### config.mk
export PLATFORM = sky130hd
export DESIGN_NAME = fetch_stage
export DESIGN_NICKNAME = d
export VERILOG_FILES = /design/src/rtl/cpu_pkg.sv /design/src/rtl/fetch_stage.sv
export SDC_FILE = /design/constraint.sdc
export NUM_CORES = 1
export LEC_CHECK = 0
export BUFFER_PORTS_ARGS = -buffer_cell sky130_fd_sc_hd__buf_4
export CAP_MARGIN = 15
export CORE_ASPECT_RATIO = 1.75
export CORE_MARGIN = 2
export CORE_UTILIZATION = 49
export CTS_BUF_LIST = sky130_fd_sc_hd__clkbuf_8
export CTS_CLUSTER_DIAMETER = 100
export DETAILED_ROUTE_END_ITERATION = 16
export HOLD_SLACK_MARGIN = 0.1
export PLACE_DENSITY = 0.87
export SLEW_MARGIN = 20
export SYNTH_ARGS = -nofsm -noshare
export SYNTH_HDL_FRONTEND = slang
export SYNTH_SLANG_ARGS = --single-unit
### constraint.sdc
create_clock -name clock -period 6.1 [get_ports clock]
set_input_delay 0.61 -clock clock [delete_from_list [all_inputs] [get_ports clock]]
set_output_delay 0.61 -clock clock [all_outputs]
set_load 0.01 [all_outputs]
### src/rtl/cpu_pkg.sv
package cpu_pkg;

  typedef logic [31:0] word_t;
  typedef logic [4:0]  reg_index_t;
  typedef logic [3:0]  alu_op_t;
  typedef logic [3:0]  branch_kind_t;
  typedef logic [3:0]  peri_t;

  // alu operation codes
  localparam alu_op_t alu_add    = 4'd0;
  localparam alu_op_t alu_sub    = 4'd1;
  localparam alu_op_t alu_sll    = 4'd2;
  localparam alu_op_t alu_slt    = 4'd3;
  localparam alu_op_t alu_sltu   = 4'd4;
  localparam alu_op_t alu_xor    = 4'd5;
  localparam alu_op_t alu_srl    = 4'd6;
  localparam alu_op_t alu_sra    = 4'd7;
  localparam alu_op_t alu_or     = 4'd8;
  localparam alu_op_t alu_and    = 4'd9;
  localparam alu_op_t alu_copy_b = 4'd10;

  // branch kinds, resolved in execute
  localparam branch_kind_t branch_none = 4'd0;
  localparam branch_kind_t branch_eq   = 4'd1;
  localparam branch_kind_t branch_ne   = 4'd2;
  localparam branch_kind_t branch_lt   = 4'd3;
  localparam branch_kind_t branch_ge   = 4'd4;
  localparam branch_kind_t branch_ltu  = 4'd5;
  localparam branch_kind_t branch_geu  = 4'd6;
  localparam branch_kind_t branch_jal  = 4'd7;
  // shares no code with the others, so the width needs a fourth bit
  localparam branch_kind_t branch_jalr = 4'd8;

  // rv32i major opcodes
  localparam logic [6:0] opcode_op_imm = 7'b0010011;
  localparam logic [6:0] opcode_op     = 7'b0110011;
  localparam logic [6:0] opcode_lui    = 7'b0110111;
  localparam logic [6:0] opcode_auipc  = 7'b0010111;
  localparam logic [6:0] opcode_jal    = 7'b1101111;
  localparam logic [6:0] opcode_jalr   = 7'b1100111;
  localparam logic [6:0] opcode_branch = 7'b1100011;
  localparam logic [6:0] opcode_load   = 7'b0000011;
  localparam logic [6:0] opcode_store  = 7'b0100011;

  // data address map
  localparam int    ram_words     = 64;
  localparam int    ram_addr_bits = $clog2(ram_words);
  localparam word_t peri_out_addr = 32'h0000_0100;
  localparam word_t peri_in_addr  = 32'h0000_0104;

  typedef struct packed {
    logic  valid;
    word_t pc;
    word_t instruction;
  } fetch_t;

  typedef struct packed {
    logic         valid;
    word_t        pc;
    reg_index_t   rs1;
    reg_index_t   rs2;
    word_t        rs1_data;
    word_t        rs2_data;
    reg_index_t   rd;
    word_t        immediate;
    logic         use_rs2;
    alu_op_t      alu_op;
    logic         use_pc;
    logic         reg_write;
    logic         mem_read;
    logic         mem_write;
    branch_kind_t branch_kind;
  } decode_t;

  typedef struct packed {
    logic       valid;
    reg_index_t rd;
    word_t      result;
    word_t      store_data;
    logic       reg_write;
    logic       mem_read;
    logic       mem_write;
  } exec_t;

  typedef struct packed {
    logic       valid;
    reg_index_t rd;
    word_t      data;
    logic       reg_write;
  } retire_t;

endpackage
### src/rtl/fetch_stage.sv
module fetch_stage (
  input  logic            clock,
  input  logic            rst,
  input  logic            flush,
  input  cpu_pkg::word_t  target,
  output cpu_pkg::word_t  imem_address,
  input  cpu_pkg::word_t  imem_data,
  output cpu_pkg::fetch_t fetch
);

  cpu_pkg::word_t pc;

  assign imem_address = pc;

  always_ff @(posedge clock) begin
    if (rst) begin
      pc <= '0;
    end else if (flush) begin
      pc <= target;
    end else begin
      pc <= pc + 32'd4;
    end
  end

  // fetch-to-decode register, only valid is cleared
  always_ff @(posedge clock) begin
    fetch.valid       <= 1'b1;
    fetch.pc          <= pc;
    fetch.instruction <= imem_data;
    if (rst || flush) begin
      fetch.valid <= 1'b0;
    end
  end

endmodule

==> flow_summary.json <==
{
  "cts_sinks": 97,
  "holdWs_ps": 352.7,
  "cp-start-kind": "register",
  "dp_slack_ps": 3648,
  "fin_tns_setup_ps": 0,
  "ys_ff_latch": 97,
  "grt_antenna_before_repair": 0,
  "crit_path_end_kind": "register",
  "wl_um": 8815,
  "rsz0062_at_grt": "false",
  "fin_area_um2": 4518,
  "grt_pass1_wl_um": 13420,
  "critPathMostFrequentCell": "or4_1",
  "dp_cells": 514,
  "fin_nets": 513,
  "arrival_ps": 2760,
  "cts_tree": "built",
  "seq_area_frac_synth_pct": 63.71,
  "wl_met2_um": 4914,
  "syn_area_um2": 3048,
  "max-vdd-ir-drop_mv": 0.1774,
  "cts_resized": 0,
  "areaGrowthSynthToFinish_pct": 48.23,
  "finalSetupViolations": 0,
  "start_util_pct": 50.08,
  "tightest_slew_ps": 924.3,
  "status": "complete, no violations",
  "post_cts_buffers": 0,
  "core_area_um2": 6086,
  "synth_cell_type_count": 37,
  "critical-path-max-stage-delay_ps": 770,
  "gr-usage-all-layers_pct": 25.52,
  "p_leak_nw": 1.994,
  "cts_buffers": 9,
  "port_buffers": 163,
  "wl_met3_um": 659,
  "grt_max_degree": 39,
  "avgRoutedWirePerCell_um": 16.63,
  "cpMaxStageDelayCell": "or4_1",
  "power_density_nw_per_um2": 277.2,
  "cap_violations": 0,
  "via_per_inst": 5.336,
  "cp_cell_sequence": "nand4_2 -> or4_1 -> or4_1 -> a311oi_1",
  "critPathTopFamily": "simple AND/OR/NAND/NOR gates",
  "die_x_um": 63.62,
  "path_clk_slew_ps": 90,
  "finalMaxSlewViolations": 0,
  "worstSetupPathType": "reg2reg",
  "drt_iter0_drc": 127,
  "wl_met1_um": 3009,
  "htreeDepth": 3,
  "grt_pass1_vias": 2773,
  "layout_min_cycle_time_ps": 2501,
  "drc_errors": 0,
  "hpwlAfterDp_um": 6596,
  "fin_worst_skew_ps": 8.690,
  "final_util_pct": 74.24,
  "clk_latency_ps": 350,
  "dr_total_vias": 2828,
  "relSlewSlack_pct": 37.81,
  "drive_above_1_share_pct": 40.89,
  "dieHeight_um": 108.3,
  "fp-row-count": 38,
  "path_buf_inv": 0,
  "syn-num-nets": 352,
  "final_antenna_net_count": 0,
  "fmaxAchievable_ghz": 0.3998,
  "crit_required_ps": 6360,
  "setup_ws_ps": 3599,
  "holdBufCountCts": 0,
  "syn-mean-instance-area_um2": 10.73,
  "layoutNonFillerInstCount": 530,
  "n_antenna_cell": 0,
  "place_area_um2": 4325,
  "firstDrtPassIters": 4,
  "fin_crit_sh_pct": 41.00,
  "crit_fanout": 14,
  "ioPinCount": 164,
  "top_layer_used": "met4",
  "cts_buffer_depth": 2,
  "overflow": 0,
  "syn_inst": 284,
  "power_mw": 1.253,
  "dieArea_um2": 6892,
  "gp_congestion": 0.8085,
  "hold_path.class": "in2reg",
  "root_buffer": "clkbuf_8",
  "hold_viol": 0,
  "yosysWarnings": 0
}
==> worst register-to-register path, cell delays in order, from the launching register on <==
cell      delay (ps)
dfxtp_1          450
nand4_2          340
or4_1            770
or4_1            570
a311oi_1         280
==> cell usage after synthesis <==
library cell	instances	area (µm²)
nor3_1	5	25.02
a21oi_1	3	15.01
buf_1	2	7.510
nand4_1	7	43.79
o21ai_0	4	20.02
and2_1	1	6.260
or3_1	3	18.77
o211ai_1	1	7.510
nor4_1	8	50.05
nor3b_1	1	7.510
nand4b_1	1	8.760
and4_1	3	26.28
or2_2	2	12.51
xnor2_1	11	96.34
o31ai_1	2	15.01
o41ai_1	1	8.760
a2111oi_1	1	10.01
and3_1	7	43.79
xor2_1	3	26.28
nor2_1	40	150.1
nor2b_1	2	12.51
o311a_1	1	10.01
nand4_2	1	12.51
nand3_1	11	55.05
a2111oi_0	5	43.79
inv_1	5	18.77
dfxtp_1	97	1942
nand3_2	1	10.01
ha_1	1	12.51
clkbuf_1	11	41.29
buf_2	1	5.000
a31o_2	1	8.760
a211oi_1	13	97.59
or4_1	4	30.03
mux2i_1	3	30.03
a311oi_1	8	70.07
nand2_1	13	48.80
==> sequential cells by signal, indices dropped and copies added, names as in the netlist <==
| name | cells |
|---|---|
| fetch | 65 |
| imem_address | 32 |
==> area by class of cell <==
cell class	count	area [µm²]
multi-input combinational	168	1033
fill	444	1568
clock buffer	12	165.2
sequential	97	1942
timing repair buffer	164	1231
inverter	5	18.77
tap	80	100.1
clock inverter	4	27.53
==> per-layer routing <==
metal,vias to the layer above,track usage (%)
li1,1343,-
met1,1320,24.48
met2,145,49.55
met3,20,6.556
met4,0,11.65
met5,-,0
==> layout by cell type, fill, tap and decap left out, drive strengths merged, types with 2 or more instances in the layout <==
master      n
nor2       40
clkinvlp    2
xor2        3
nor3        5
nand4       8
a21oi       3
xnor2      11
o21ai       4
nor2b       2
a311oi      8
or2         2
nand3      12
nor4        8
a211oi     13
or3         3
a2111oi     6
or4         4
o31ai       2
and4        3
clkbuf     12
dfxtp      97
inv         6
and3        7
mux2i       3
buf       164
nand2      13
==> final timing paths <==
| check | from | end | slack, ps | depth (start not counted) |
|---|---|---|---|---|
| worst max register to register | imem_address[6] | imem_address[26] | 3600 | 4 |
| worst min register to register | imem_address[1] | fetch[33] | 380 | 0 |
| worst max-delay path | imem_address[6] | imem_address[26] | 3600 | 4 |
| worst min-delay path | imem_data[16] | fetch[16] | 350 | 1 |
==> logic make-up (layout without fill, tap and decap cells) <==
kind of cell               count (synthesis)  count (layout)  synth area share (%)
AOI/OAI and AO/OA                         40              40                 10.06
buffers and inverters                     19             185                 2.381
muxes                                      3               3                0.9853
and+or+nand+nor                          110             110                 18.43
xor gates and xnor gates                  14              14                 4.023
DFF                                       97              97                 63.71
adders and majority gates                  1               1                0.4104
==> power by group <==
| part | internal, mW | total (mW) | switching, mW |
|---|---|---|---|
| clock network | 0.181 | 0.387 | 0.206 |
| registers | 0.674 | 0.707 | 0.0328 |
| logic | 0.0908 | 0.159 | 0.0678 |
| total | 0.946 | 1.25 | 0.307 |
Note: power is estimated with default switching activity, not from simulation.
