===== src/rtl/cpu_pkg.sv =====
package cpu_pkg;

  typedef logic [31:0] word_t;
  typedef logic [4:0]  reg_index_t;
  typedef logic [3:0]  alu_op_t;
  typedef logic [3:0]  branch_kind_t;
  typedef logic [3:0]  peri_t;

  // alu operation codes
  localparam alu_op_t alu_add    = 4'd0;
  localparam alu_op_t alu_sub    = 4'd1;
  localparam alu_op_t alu_sll    = 4'd2;
  localparam alu_op_t alu_slt    = 4'd3;
  localparam alu_op_t alu_sltu   = 4'd4;
  localparam alu_op_t alu_xor    = 4'd5;
  localparam alu_op_t alu_srl    = 4'd6;
  localparam alu_op_t alu_sra    = 4'd7;
  localparam alu_op_t alu_or     = 4'd8;
  localparam alu_op_t alu_and    = 4'd9;
  localparam alu_op_t alu_copy_b = 4'd10;

  // branch kinds, resolved in execute
  localparam branch_kind_t branch_none = 4'd0;
  localparam branch_kind_t branch_eq   = 4'd1;
  localparam branch_kind_t branch_ne   = 4'd2;
  localparam branch_kind_t branch_lt   = 4'd3;
  localparam branch_kind_t branch_ge   = 4'd4;
  localparam branch_kind_t branch_ltu  = 4'd5;
  localparam branch_kind_t branch_geu  = 4'd6;
  localparam branch_kind_t branch_jal  = 4'd7;
  // shares no code with the others, so the width needs a fourth bit
  localparam branch_kind_t branch_jalr = 4'd8;

  // rv32i major opcodes
  localparam logic [6:0] opcode_op_imm = 7'b0010011;
  localparam logic [6:0] opcode_op     = 7'b0110011;
  localparam logic [6:0] opcode_lui    = 7'b0110111;
  localparam logic [6:0] opcode_auipc  = 7'b0010111;
  localparam logic [6:0] opcode_jal    = 7'b1101111;
  localparam logic [6:0] opcode_jalr   = 7'b1100111;
  localparam logic [6:0] opcode_branch = 7'b1100011;
  localparam logic [6:0] opcode_load   = 7'b0000011;
  localparam logic [6:0] opcode_store  = 7'b0100011;

  // data address map
  localparam int    ram_words     = 64;
  localparam int    ram_addr_bits = $clog2(ram_words);
  localparam word_t peri_out_addr = 32'h0000_0100;
  localparam word_t peri_in_addr  = 32'h0000_0104;

  typedef struct packed {
    logic  valid;
    word_t pc;
    word_t instruction;
  } fetch_t;

  typedef struct packed {
    logic         valid;
    word_t        pc;
    reg_index_t   rs1;
    reg_index_t   rs2;
    word_t        rs1_data;
    word_t        rs2_data;
    reg_index_t   rd;
    word_t        immediate;
    logic         use_rs2;
    alu_op_t      alu_op;
    logic         use_pc;
    logic         reg_write;
    logic         mem_read;
    logic         mem_write;
    branch_kind_t branch_kind;
  } decode_t;

  typedef struct packed {
    logic       valid;
    reg_index_t rd;
    word_t      result;
    word_t      store_data;
    logic       reg_write;
    logic       mem_read;
    logic       mem_write;
  } exec_t;

  typedef struct packed {
    logic       valid;
    reg_index_t rd;
    word_t      data;
    logic       reg_write;
  } retire_t;

endpackage

===== src/rtl/memory_stage.sv =====
module memory_stage (
  input  logic             clock,
  input  logic             rst,
  input  cpu_pkg::exec_t   exec_in,
  input  cpu_pkg::peri_t   peri_in,
  output cpu_pkg::peri_t   peri_out,
  output cpu_pkg::exec_t   mem_fwd,
  output cpu_pkg::retire_t wb
);

  cpu_pkg::exec_t mem;
  cpu_pkg::word_t ram [cpu_pkg::ram_words];
  logic [cpu_pkg::ram_addr_bits-1:0] ram_index;
  cpu_pkg::word_t load_data;
  logic store_en;
  logic peri_out_hit;

  always_ff @(posedge clock) begin
    mem <= exec_in;
    if (rst) begin
      mem.valid <= 1'b0;
    end
  end

  // word index, wraps within the ram
  assign ram_index    = mem.result[2 +: cpu_pkg::ram_addr_bits];
  assign store_en     = mem.valid && mem.mem_write;
  assign peri_out_hit = mem.result == cpu_pkg::peri_out_addr;

  always_ff @(posedge clock) begin
    if (store_en && !peri_out_hit) begin
      ram[ram_index] <= mem.store_data;
    end
  end

  always_ff @(posedge clock) begin
    if (rst) begin
      peri_out <= '0;
    end else if (store_en && peri_out_hit) begin
      peri_out <= mem.store_data[3:0];
    end
  end

  assign load_data = (mem.result == cpu_pkg::peri_in_addr) ?
                     cpu_pkg::word_t'(peri_in) : ram[ram_index];

  // load data already in result, so execute can forward it
  always_comb begin
    mem_fwd        = mem;
    mem_fwd.result = mem.mem_read ? load_data : mem.result;
  end

  always_ff @(posedge clock) begin
    wb.valid     <= mem_fwd.valid;
    wb.rd        <= mem_fwd.rd;
    wb.data      <= mem_fwd.result;
    wb.reg_write <= mem_fwd.reg_write;
    if (rst) begin
      wb.valid <= 1'b0;
    end
  end

endmodule


===== config.mk =====
export PLATFORM = sky130hd
export DESIGN_NAME = memory_stage
export DESIGN_NICKNAME = d
export VERILOG_FILES = /design/src/rtl/cpu_pkg.sv /design/src/rtl/memory_stage.sv
export SDC_FILE = /design/constraint.sdc
export NUM_CORES = 2
export LEC_CHECK = 0
export BUFFER_PORTS_ARGS = -buffer_cell sky130_fd_sc_hd__buf_2
export CELL_PAD_IN_SITES_DETAIL_PLACEMENT = 0
export CELL_PAD_IN_SITES_GLOBAL_PLACEMENT = 2
export CORE_UTILIZATION = 30
export CTS_CLUSTER_SIZE = 14
export DETAILED_ROUTE_END_ITERATION = 6
export HOLD_SLACK_MARGIN = 0.05
export MAX_ROUTING_LAYER = met4
export PLACE_DENSITY_LB_ADDON = 0.3
export SYNTH_ARGS = -nofsm -noshare
export SYNTH_HDL_FRONTEND = slang
export SYNTH_SLANG_ARGS = --single-unit

===== constraint.sdc =====
create_clock -name clock -period 5.9 [get_ports clock]
set_input_delay 1.18 -clock clock [delete_from_list [all_inputs] [get_ports clock]]
set_output_delay 1.18 -clock clock [all_outputs]
set_load 0.01 [all_outputs]

==> results.cfg <==
[outcome]
status = finished clean

[hold_path]
hold_path_end = mem[49]
startpoint_of_the_most_critical_hold_path = exec_in[49]
hold_path_class = in2reg
min_path_cells = 1

[setup_path]
crit-reg2reg-launch = mem[37]
rrSetupSlack_ns = 1.63
worstPathRequired_ns = 4.72
critPathLaunch = mem[42]
worstSetupPathType = reg2out
timing.critical_path.fanout_max = 20
cp-start-kind = register
crit_path_end_kind = primary output
r2r_cells = 6
critical_path.reg2reg.endpoint = ram[35][0]
crit_arrival_ns = 4.67

[timing]
worst_slew_margin_pct = 16.9
setup_slack_ns = 0.0455
clock.fmax_mhz = 171
worst_pin_slew_ns = 1.25
fin_tns_setup_ns = 0
min_period_ns = 5.85
fin_skew_ns = 0.107
rsz_0062_raised_after_global_routing = no
report.final.setup_viol = 0
number_of_endpoints_with_negative_hold_slack_in_the_final_report = 0
final.period_utilization_pct = 99.2
report.final.slew_viol_count = 0

[synth]
synthArstFlopShare_pct = 0
synth.lib_cells_used.distinct = 67
syn-num-nets = 3992
synth_warnings = 0
ys_ff_latch = 2164
dominantRegCellSynth = edfxtp_1
synth_enable_flop_cells = 2048
synthesis.instances = 3913
postSynthAreaPerCell_um2 = 20.9
netlist_area_um2 = 81900
seq_area_frac_synth_pct = 77.9

[clocking]
clock_insertion_delay_worst_skew_ns = 0.94
tritoncts.num_buffers = 239
tritoncts = built
cts_num_sinks = 2164
cts_hold_buf = 0
cts.path.max_buffers = 4
clkTransAtPathRegs_ns = 0.06
cts_root_buffer = clkbuf_16
cts-htree-levels = 4

[run]
max_cap_viol_count = 0

[cells_and_area]
number_of_fill_cells = 25100
flow.area_growth_from_synthesis_pct = 17.6
final_net_count = 4431
drive_above_1_share_pct = 27.6
layout.cell_area.non_filler_um2 = 96300

[global_routing]
grt_util_all_layers_pct = 20.6
wire_length_of_the_first_global_routing_pass_um = 378000
grt_pass1_vias = 42700
grt_remaining_overflow = 0
number_of_antenna_violations_at_the_first_check_in_global_routing = 7
grt_max_degree = 84

[floorplanning]
coreArea_um2 = 271000
die_w_um = 524
initial_cell_density_of_the_core_pct = 30.2
die_h_um = 524
ios = 195
dieArea_um2 = 275000
rows = 191

[routing]
drt_pre_antenna_iters = 5
finalWirelength_um = 279000
detailroute.via_count = 42700
drt-wirelength-per-cell_um = 34.4
antenna_left = 0
1st_iter_drt_viols = 5102
detail_route.drc_violations = 0
post_drt_via_cell_ratio = 5.27

[power_and_ir_drop]
finalPower_mw = 33.2
power-per-cell-area_nw_per_um2 = 345
ir_worst_vdd_mv = 0.278
static-leakage-power_nw = 31.2

[placed_design]
port_buffers = 194
dp_hpwl_um = 168000
routabilityCongestion = 0.827
placed_cell_area_um2 = 88700
detailedPlace.worstSlack_ns = 0.532
==> Yosys cell counts, types with 18 or more instances <==
cell type	instances	area share, %
nor3_1	18	0.11
buf_2	69	0.42
buf_6	44	0.60
o22ai_1	54	0.41
clkbuf_1	56	0.26
a21oi_1	32	0.20
nand3_1	81	0.49
mux2i_1	397	4.9
a22oi_1	188	1.7
mux4_2	331	9.1
buf_4	81	0.74
nand2_1	59	0.27
nor2_1	104	0.48
dfxtp_1	116	2.8
edfxtp_1	2048	75
==> worst max-delay path by stage <==
stage	slack, ns	depth (start not counted)	endpoint
floorplan	2.43	9	ram[10][0]
global placement	0.51	11	mem_fwd[62]
detailed placement	0.53	11	mem_fwd[62]
CTS	0.01	9	mem_fwd[54]
global route	0.01	9	mem_fwd[54]
finish	0.05	9	mem_fwd[39]
==> area by class of cell <==
type	count	area [um2]	share of cell area, %
clock inverter	140	1230	1.28
timing repair buffer	454	3510	3.65
sequential	2164	63900	66.3
inverter	6	22.5	0.0234
clock buffer	288	6310	6.55
multi-input combinational	1487	16900	17.5
tap	3570	4470	4.64
antenna	1	2.50	0.00260
==> metal layers <==
| metal | vias up | track usage, % | wire length [um] |
|---|---|---|---|
| met3 | 389 | 2.55 | 15300 |
| met5 | - | - | 0 |
| li1 | 17200 | - | - |
| met1 | 23500 | 27.7 | 121000 |
| met2 | 1598 | 32.8 | 135000 |
| met4 | 0 | 5.70 | 8290 |
==> where the power goes <==
part	internal (mW)	switching, mW	leakage, nW	total (mW)
combinational	0.553	1.09	8.16	1.64
sequential	16.9	0.0544	19.4	16.9
clock	8.40	6.21	3.71	14.6
total	25.8	7.35	31.2	33.2
==> placed cells by master, fill, tap and decap left out, types with 8 or more instances in the layout <==
cell type / instances
nor4_1: 10
nor2_4: 65
clkinv_2: 45
edfxtp_1: 2048
bufinv_16: 19
dfxtp_1: 78
mux4_1: 8
a22oi_1: 188
a221oi_1: 13
nor2_1: 39
a32oi_1: 12
mux2i_1: 397
o22ai_1: 54
o2bb2ai_1: 16
nand2_1: 59
clkbuf_16: 244
clkinv_1: 55
mux4_2: 331
buf_12: 47
a21oi_1: 32
buf_2: 194
buf_4: 212
nor3_1: 17
dfxtp_2: 35
a22o_1: 13
nand3_1: 81
and3_1: 10
a211oi_1: 8
o21ai_0: 17
clkbuf_1: 40
a31oi_1: 15
==> metrics by stage <==
stage	hold WS, ns	std cells	utilization [%]
6_report	0.332	8110	35.5
3_3_place_gp	0.328	7679	32.7
3_5_place_dp	0.332	7679	32.7
4_1_cts	0.267	8109	35.5
2_1_floorplan	0.332	3913	-
5_1_grt	0.290	8110	35.5
==> critical path: stages (launching register included) <==
cell and delay, ns:
dfxtp_2 0.62, buf_4 0.30, or3b_2 0.68, nor2_1 0.33, a22oi_1 0.46, nand2_1 0.09, nor4_1 0.62, buf_4 0.26
o22ai_1 0.17, buf_2 0.21
==> registers in the layout, summed over array words and instances, names as in the netlist <==
register and flops:
ram 2048, mem_fwd 41, wb 39, mem 32, peri_out 4
==> logic make-up after synthesis <==
kind of cell / Yosys count / share of synthesized area (%)
buffers and inverters: 262 / 2.15
multiplexers: 739 / 14.3
AO/OA/AOI/OAI: 406 / 3.58
AND/OR/NAND/NOR: 342 / 2.10
flip-flops: 2164 / 77.9
==> what timing repair did <==
action / 4_1_cts / 5_1_grt
setup endpoints to repair: 7 / 0
resized for setup: 5 / 0
setup buffers: 2 / 0
Power figures use the tool's default switching activity.
