`src/rtl/cpu_pkg.sv`:
```
package cpu_pkg;

  typedef logic [31:0] word_t;
  typedef logic [4:0]  reg_index_t;
  typedef logic [3:0]  alu_op_t;
  typedef logic [3:0]  branch_kind_t;
  typedef logic [3:0]  peri_t;

  // alu operation codes
  localparam alu_op_t alu_add    = 4'd0;
  localparam alu_op_t alu_sub    = 4'd1;
  localparam alu_op_t alu_sll    = 4'd2;
  localparam alu_op_t alu_slt    = 4'd3;
  localparam alu_op_t alu_sltu   = 4'd4;
  localparam alu_op_t alu_xor    = 4'd5;
  localparam alu_op_t alu_srl    = 4'd6;
  localparam alu_op_t alu_sra    = 4'd7;
  localparam alu_op_t alu_or     = 4'd8;
  localparam alu_op_t alu_and    = 4'd9;
  localparam alu_op_t alu_copy_b = 4'd10;

  // branch kinds, resolved in execute
  localparam branch_kind_t branch_none = 4'd0;
  localparam branch_kind_t branch_eq   = 4'd1;
  localparam branch_kind_t branch_ne   = 4'd2;
  localparam branch_kind_t branch_lt   = 4'd3;
  localparam branch_kind_t branch_ge   = 4'd4;
  localparam branch_kind_t branch_ltu  = 4'd5;
  localparam branch_kind_t branch_geu  = 4'd6;
  localparam branch_kind_t branch_jal  = 4'd7;
  // shares no code with the others, so the width needs a fourth bit
  localparam branch_kind_t branch_jalr = 4'd8;

  // rv32i major opcodes
  localparam logic [6:0] opcode_op_imm = 7'b0010011;
  localparam logic [6:0] opcode_op     = 7'b0110011;
  localparam logic [6:0] opcode_lui    = 7'b0110111;
  localparam logic [6:0] opcode_auipc  = 7'b0010111;
  localparam logic [6:0] opcode_jal    = 7'b1101111;
  localparam logic [6:0] opcode_jalr   = 7'b1100111;
  localparam logic [6:0] opcode_branch = 7'b1100011;
  localparam logic [6:0] opcode_load   = 7'b0000011;
  localparam logic [6:0] opcode_store  = 7'b0100011;

  // data address map
  localparam int    ram_words     = 64;
  localparam int    ram_addr_bits = $clog2(ram_words);
  localparam word_t peri_out_addr = 32'h0000_0100;
  localparam word_t peri_in_addr  = 32'h0000_0104;

  typedef struct packed {
    logic  valid;
    word_t pc;
    word_t instruction;
  } fetch_t;

  typedef struct packed {
    logic         valid;
    word_t        pc;
    reg_index_t   rs1;
    reg_index_t   rs2;
    word_t        rs1_data;
    word_t        rs2_data;
    reg_index_t   rd;
    word_t        immediate;
    logic         use_rs2;
    alu_op_t      alu_op;
    logic         use_pc;
    logic         reg_write;
    logic         mem_read;
    logic         mem_write;
    branch_kind_t branch_kind;
  } decode_t;

  typedef struct packed {
    logic       valid;
    reg_index_t rd;
    word_t      result;
    word_t      store_data;
    logic       reg_write;
    logic       mem_read;
    logic       mem_write;
  } exec_t;

  typedef struct packed {
    logic       valid;
    reg_index_t rd;
    word_t      data;
    logic       reg_write;
  } retire_t;

endpackage
```
`src/rtl/decoder.sv`:
```
module decoder (
  input  cpu_pkg::fetch_t     fetch,
  output cpu_pkg::reg_index_t rs1,
  output cpu_pkg::reg_index_t rs2,
  output cpu_pkg::decode_t    decoded
);

  logic [6:0] opcode;
  logic [2:0] funct3;
  logic [6:0] funct7;
  cpu_pkg::word_t imm_i;
  cpu_pkg::word_t imm_s;
  cpu_pkg::word_t imm_b;
  cpu_pkg::word_t imm_u;
  cpu_pkg::word_t imm_j;

  assign opcode = fetch.instruction[6:0];
  assign funct3 = fetch.instruction[14:12];
  assign funct7 = fetch.instruction[31:25];
  assign rs1    = fetch.instruction[19:15];
  assign rs2    = fetch.instruction[24:20];

  assign imm_i = {{20{fetch.instruction[31]}}, fetch.instruction[31:20]};
  assign imm_s = {{20{fetch.instruction[31]}}, fetch.instruction[31:25],
                  fetch.instruction[11:7]};
  assign imm_b = {{19{fetch.instruction[31]}}, fetch.instruction[31], fetch.instruction[7],
                  fetch.instruction[30:25], fetch.instruction[11:8], 1'b0};
  assign imm_u = {fetch.instruction[31:12], 12'b0};
  assign imm_j = {{11{fetch.instruction[31]}}, fetch.instruction[31],
                  fetch.instruction[19:12], fetch.instruction[20],
                  fetch.instruction[30:21], 1'b0};

  // funct3 to alu op, alt selects sub or sra
  function automatic cpu_pkg::alu_op_t alu_of(logic [2:0] f3, logic alt);
    case (f3)
      3'b000:  return alt ? cpu_pkg::alu_sub : cpu_pkg::alu_add;
      3'b001:  return cpu_pkg::alu_sll;
      3'b010:  return cpu_pkg::alu_slt;
      3'b011:  return cpu_pkg::alu_sltu;
      3'b100:  return cpu_pkg::alu_xor;
      3'b101:  return alt ? cpu_pkg::alu_sra : cpu_pkg::alu_srl;
      3'b110:  return cpu_pkg::alu_or;
      default: return cpu_pkg::alu_and;
    endcase
  endfunction

  always_comb begin
    decoded             = '0;
    decoded.valid       = fetch.valid;
    decoded.pc          = fetch.pc;
    decoded.rs1         = rs1;
    decoded.rs2         = rs2;
    decoded.rd          = fetch.instruction[11:7];
    decoded.alu_op      = cpu_pkg::alu_add;
    decoded.branch_kind = cpu_pkg::branch_none;
    case (opcode)
      cpu_pkg::opcode_op_imm: begin
        decoded.immediate = imm_i;
        decoded.alu_op    = alu_of(funct3, funct3 == 3'b101 && funct7[5]);
        // shift amounts need a clean funct7
        if (funct3 == 3'b001) begin
          decoded.reg_write = funct7 == 7'b0000000;
        end else if (funct3 == 3'b101) begin
          decoded.reg_write = funct7 == 7'b0000000 || funct7 == 7'b0100000;
        end else begin
          decoded.reg_write = 1'b1;
        end
      end
      cpu_pkg::opcode_op: begin
        decoded.use_rs2   = 1'b1;
        decoded.alu_op    = alu_of(funct3, funct7[5]);
        decoded.reg_write = funct7 == 7'b0000000 ||
                            (funct7 == 7'b0100000 && (funct3 == 3'b000 || funct3 == 3'b101));
      end
      cpu_pkg::opcode_lui: begin
        decoded.immediate = imm_u;
        decoded.alu_op    = cpu_pkg::alu_copy_b;
        decoded.reg_write = 1'b1;
      end
      cpu_pkg::opcode_auipc: begin
        decoded.immediate = imm_u;
        decoded.use_pc    = 1'b1;
        decoded.reg_write = 1'b1;
      end
      cpu_pkg::opcode_jal: begin
        decoded.immediate   = imm_j;
        decoded.reg_write   = 1'b1;
        decoded.branch_kind = cpu_pkg::branch_jal;
      end
      cpu_pkg::opcode_jalr: begin
        decoded.immediate = imm_i;
        if (funct3 == 3'b000) begin
          decoded.reg_write   = 1'b1;
          decoded.branch_kind = cpu_pkg::branch_jalr;
        end
      end
      cpu_pkg::opcode_branch: begin
        decoded.immediate = imm_b;
        case (funct3)
          3'b000:  decoded.branch_kind = cpu_pkg::branch_eq;
          3'b001:  decoded.branch_kind = cpu_pkg::branch_ne;
          3'b100:  decoded.branch_kind = cpu_pkg::branch_lt;
          3'b101:  decoded.branch_kind = cpu_pkg::branch_ge;
          3'b110:  decoded.branch_kind = cpu_pkg::branch_ltu;
          3'b111:  decoded.branch_kind = cpu_pkg::branch_geu;
          default: decoded.branch_kind = cpu_pkg::branch_none;
        endcase
      end
      cpu_pkg::opcode_load: begin
        decoded.immediate = imm_i;
        // word accesses only
        decoded.mem_read  = funct3 == 3'b010;
        decoded.reg_write = funct3 == 3'b010;
      end
      cpu_pkg::opcode_store: begin
        decoded.immediate = imm_s;
        decoded.mem_write = funct3 == 3'b010;
      end
      default: begin
        decoded.reg_write = 1'b0;
      end
    endcase
  end

endmodule

```
`config.mk`:
```
export PLATFORM = sky130hd
export DESIGN_NAME = decoder
export DESIGN_NICKNAME = d
export VERILOG_FILES = /design/src/rtl/cpu_pkg.sv /design/src/rtl/decoder.sv
export SDC_FILE = /design/constraint.sdc
export NUM_CORES = 1
export LEC_CHECK = 0
export BUFFER_PORTS_ARGS = -buffer_cell sky130_fd_sc_hd__buf_2
export CAP_MARGIN = 20
export CORE_AREA = 2 2 89 91
export DETAILED_ROUTE_END_ITERATION = 7
export DIE_AREA = 0 0 91 93
export PLACE_DENSITY_LB_ADDON = 0.05
export SLEW_MARGIN = 20
export SYNTH_ARGS = -nofsm -noshare
export SYNTH_HDL_FRONTEND = slang
export SYNTH_SLANG_ARGS = --single-unit
```
`constraint.sdc`:
```
create_clock -name vclk -period 3.5
set_clock_uncertainty 0.2 [all_clocks]
set_input_delay 1.05 -clock vclk [all_inputs]
set_output_delay 1.05 -clock vclk [all_outputs]
set_load 0.1 [all_outputs]
```
==> results of run 1 <==
-- cell families after synthesis --
logic type             after synthesis  share of synthesized area
AOI/OAI and AO/OA                   46                      0.201
buffers and inverters              132                      0.587
muxes                                1                    0.00605
other                                1                    0.00227
and+or+nand+nor                     54                      0.204
-- timing repair --
action,CTS,global route
setup endpoints to repair,38,39
gates cloned,0,0
pin swaps,7,10
setup buffers,5,3
gates resized for setup,33,27
-- layout make-up --
type | count | area [µm²] | area share
inverter | 2 | 7.51 | 0.00237
multi-input combinational | 165 | 1380 | 0.435
tap | 102 | 128 | 0.0402
timing repair buffer | 148 | 1660 | 0.523
-- routing by layer --
layer	wire length (µm)	up-vias
met3	713	14
met2	2660	107
met1	1860	741
met5	0	-
met4	61	0
li1	-	771
-- metrics by stage --
| stage | cells | cell area [µm²] | total power [µW] | TNS (ns) | setup WS (ns) |
|---|---|---|---|---|---|
| floorplan | 297 | 2270 | 783 | -0.894 | -0.586 |
| global placement | 410 | 2900 | 642 | -2.88 | -0.215 |
| detailed placement | 410 | 2900 | 642 | -3.13 | -0.249 |
| CTS | 415 | 3050 | 657 | -0.664 | -0.157 |
| global route | 417 | 3170 | 684 | -1.23 | -0.176 |
| finish | 417 | 3170 | 665 | -0.403 | -0.115 |
-- where the power goes --
part	switching [µW]	internal, µW
logic	548	117
clock network	0	0
registers	0	0
-- synth_stat cells, types with 3 or more instances --
library cell / n / area [µm²]
a21o_1: 19 / 143
a21oi_1: 4 / 20.0
a22o_1: 4 / 35.0
and2_1: 3 / 18.8
and2b_1: 4 / 30.0
and3_1: 4 / 25.0
buf_4: 122 / 916
clkbuf_1: 4 / 15.0
nand2_1: 8 / 30.0
nor2_1: 5 / 18.8
nor2b_1: 9 / 56.3
o21ai_0: 7 / 35.0
-- worst min-delay path by stage --
stage | start | end | slack, ns | cells past startpoint
after floorplan | fetch[25] | decoded[18] | 2.10 | 1
after global placement | fetch[37] | decoded[129] | 1.90 | 0
after detailed placement | fetch[37] | decoded[129] | 1.90 | 0
after CTS | fetch[37] | decoded[129] | 1.90 | 0
after global routing | fetch[43] | decoded[135] | 1.90 | 0
final | fetch[43] | decoded[135] | 1.90 | 0
-- worst max-delay path, cell delays in order --
cell	delay, ns
buf_6	0.10
or4_4	0.53
o32ai_2	0.22
nand2_1	0.12
o21ai_4	0.16
buf_12	0.19
==> summary.txt, run 1 <==
GRT
  • First-pass GRT wire length: 8020 µm
  • Largest net degree at the start of global routing: 14
  • Initial antenna violation count: 0
  • Gr ovfl total: 0
  • GR Util met3: 0.0492
  • Layer with the highest usage: met2
  • Met1 Use GR: 0.127
  • Vias in the first global route: 1568
  • Gr usage total: 0.115
  • Met2 Use GR: 0.209

Die
  • Die width: 91 µm
  • Core Area: 7530 µm²
  • Ports: 232
  • Initial core utilization: 0.220
  • # rows: 32
  • Vert. Die Dim: 93 µm
  • DIE AREA: 8460 µm²

Synthesis
  • Mapped Cells: 234
  • Yosys warnings: 0
  • Yosys cell types: 42
  • Syn Area/Cell: 7.07 µm²
  • Mapped cell area: 1660 µm²
  • Register area share after synthesis: 0

Clock tree
  • CTS Hold Bufs: 0

STA
  • Hold Worst Slack: 1.90 ns
  • Slew Viols, Final: 0
  • Max Clk Rate: 277 MHz
  • Final Hold Vio Count: 0
  • Minimum clock period: 3.61 ns
  • Slack of the critical path: -0.115 ns
  • RSZ-0062 raised after global routing: yes
  • Fin crit share: 1.03
  • Final setup fails: 12

Drt
  • Antenna Nets Post-Route: 0
  • Wire per inst: 12.7 µm
  • Avg Vias per Cell: 3.92
  • Detailed router's first-iteration violation count: 26
  • Final WL: 5290 µm
  • First drt pass iteration count: 3
  • # DRC: 0
  • Total number of vias: 1633

Power and ir drop
  • Pwr Density: 210 nW/µm²
  • Worst vdd ir: 0.229 mV
  • Leak: 0.00155 µW

Run status
  • Failing checks: setup timing
  • Status: complete, but fails checks

Cells and area
  • Most frequent cells in the layout: 64 x conb_1, 48 x buf_2, 45 x buf_12
  • Commonest non-fill, non-tap cell in the layout: conb_1
  • Reg area: 0 µm²
  • Clock buffers: 0
  • Sequential cell count: 0
  • ANT cells: 0
  • Core Util, Final: 0.422
  • Area Overhead vs Synth: 91.7%
  • Share of cells above drive strength 1: 0.695
  • Final nets: 382
  • Fillers: 752

Critical path
  • Setup crit end kind: output port
  • Worst setup path startpoint: fetch[31]
  • Worst setup path endpoint: decoded[6]
  • Crit path DAT: 2.36 ns
  • Crit-path max FO: 2
  • Setup CP Type: input pin to output port
  • CP Launch Type: input pin
  • Worst endpoint required time: 2.25 ns

Placement
  • Final GP Congestion: 0.738
  • Port-buffer cells: 102
  • HPWL Detailed: 4700 µm

Job
  • Max-cap violations: 0

Min path
  • Min-delay worst type: input pin to output port
No activity file was read; power rests on OpenSTA's default activity.
==> inputs of run 2 (changes only) <==
--- a/config.mk
+++ b/config.mk
@@ -7,9 +7,10 @@
 export LEC_CHECK = 0
 export BUFFER_PORTS_ARGS = -buffer_cell sky130_fd_sc_hd__buf_2
 export CAP_MARGIN = 20
-export CORE_AREA = 2 2 89 91
+export CELL_PAD_IN_SITES_DETAIL_PLACEMENT = 2
+export CELL_PAD_IN_SITES_GLOBAL_PLACEMENT = 2
+export CORE_UTILIZATION = 13
 export DETAILED_ROUTE_END_ITERATION = 7
-export DIE_AREA = 0 0 91 93
 export PLACE_DENSITY_LB_ADDON = 0.05
 export SLEW_MARGIN = 20
 export SYNTH_ARGS = -nofsm -noshare
==> run 2 against run 1 <==
  * The flow still finishes with violations (setup timing)
  * Highest routed layer unchanged
  * Hold slack stayed put
  * Sequential share of layout area unchanged
  * Die area grew 56%
  * Final cell count up 18%
  * Total power increased by 1.8%
==> summary.txt, run 2 (synthesis results as in run 1) <==
Power and ir drop
  • Total power: 677 µW
  • Worst vdd ir: 0.0840 mV
  • Leak: 0.00160 µW
  • Pwr Density: 200 nW/µm²

Cells and area
  • Non-Filler Cell Area, Final: 3390 µm²
  • Final nets: 389
  • Fillers: 1409
  • Area Overhead vs Synth: 105%
  • Commonest non-fill, non-tap cell in the layout: conb_1
  • ANT cells: 0
  • Sequential cell count: 0
  • Share of cells above drive strength 1: 0.699
  • Reg area: 0 µm²
  • Clock buffers: 0
  • Most frequent cells in the layout: 64 x conb_1, 46 x buf_2, 46 x buf_12
  • Final std cells w/o fill: 490

STA
  • Fin crit share: 1.03
  • Slew Viols, Final: 0
  • Final setup fails: 19
  • Max Clk Rate: 278 MHz
  • Hold Worst Slack: 1.90 ns
  • RSZ-0062 raised after global routing: yes
  • Minimum clock period: 3.60 ns
  • Slack of the critical path: -0.100 ns
  • Final Hold Vio Count: 0

Die
  • Core Area: 12200 µm²
  • DIE AREA: 13200 µm²
  • Die width: 115 µm
  • Ports: 232
  • # rows: 40
  • Initial core utilization: 0.136
  • Vert. Die Dim: 115 µm

Drt
  • Total number of vias: 1666
  • First drt pass iteration count: 4
  • Final WL: 6490 µm
  • Antenna Nets Post-Route: 0
  • Detailed router's first-iteration violation count: 10
  • Wire per inst: 13.2 µm
  • Avg Vias per Cell: 3.40
  • # DRC: 0

Clock tree
  • CTS Hold Bufs: 0

GRT
  • Gr usage total: 0.0904
  • Vias in the first global route: 1695
  • Gr ovfl total: 0
  • First-pass GRT wire length: 9460 µm
  • Initial antenna violation count: 0
  • Largest net degree at the start of global routing: 13

Placement
  • Port-buffer cells: 102
  • Final GP Congestion: 0.672
  • HPWL Detailed: 5620 µm
  • Placed Cells: 486
  • Area post-placement: 3070 µm²

Job
  • Max-cap violations: 0

Critical path
  • Setup CP Type: input pin to output port
  • Crit path DAT: 2.35 ns
  • Crit-path max FO: 2
  • Setup crit end kind: output port
  • CP Launch Type: input pin
  • Worst endpoint required time: 2.25 ns

Run status
  • Failing checks: setup timing
  • Status: complete, but fails checks

Min path
  • Min-delay worst type: input pin to output port
[run 2: cell types whose count changed in the layout (fill, tap and decap cells not counted), sizes merged]
cell	change
clkbuf	+1
buf	+6
[run 2: worst paths after layout]
path	start	to	cells past startpoint
max	fetch[31]	decoded[6]	6
min	fetch[40]	decoded[132]	0
[run 2: layout make-up]
class,instances,area [µm²],area share
repair buffers,155,1760,0.520
inverters,2,7.51,0.00222
multi-input cells,165,1410,0.416
well taps,168,210,0.0621
[run 2: power by group]
part / switching (µW) / internal, µW / leakage (µW) / total, µW
Clock: 0 / 0 / 0 / 0
Combinational: 554 / 123 / 0.00160 / 677
Sequential: 0 / 0 / 0 / 0
[run 2: layer usage]
metal  vias to the layer above  global-route usage  part of all wire
li1                        782                   -                 -
met4                         0             0.00346            0.0022
met3                         4             0.00791             0.060
met1                       797               0.112              0.39
met5                         -                   0                 0
met2                        83               0.176              0.54
[run 2: worst max-delay path, stage by stage]
cell     delay [ns]
buf_6          0.09
or4_4          0.53
o32ai_2        0.20
nand2_1        0.12
o21ai_4        0.16
buf_12         0.19
[run 2: stage by stage]
| step | utilization | worst slack, ns | setup TNS, ns |
|---|---|---|---|
| detailed placement | 0.251 | -0.241 | -4.02 |
| CTS | 0.272 | -0.124 | -1.51 |
| floorplan | - | -0.586 | -0.894 |
| finish | 0.277 | -0.100 | -0.817 |
| global route | 0.277 | -0.156 | -1.89 |
| global placement | 0.251 | -0.235 | -3.98 |
[run 2: repair_timing]
action | CTS | global route
gates cloned | 1 | 0
gates resized for setup | 51 | 26
setup buffers | 5 | 0
endpoints found under the setup margin | 43 | 40
pin swaps | 14 | 6
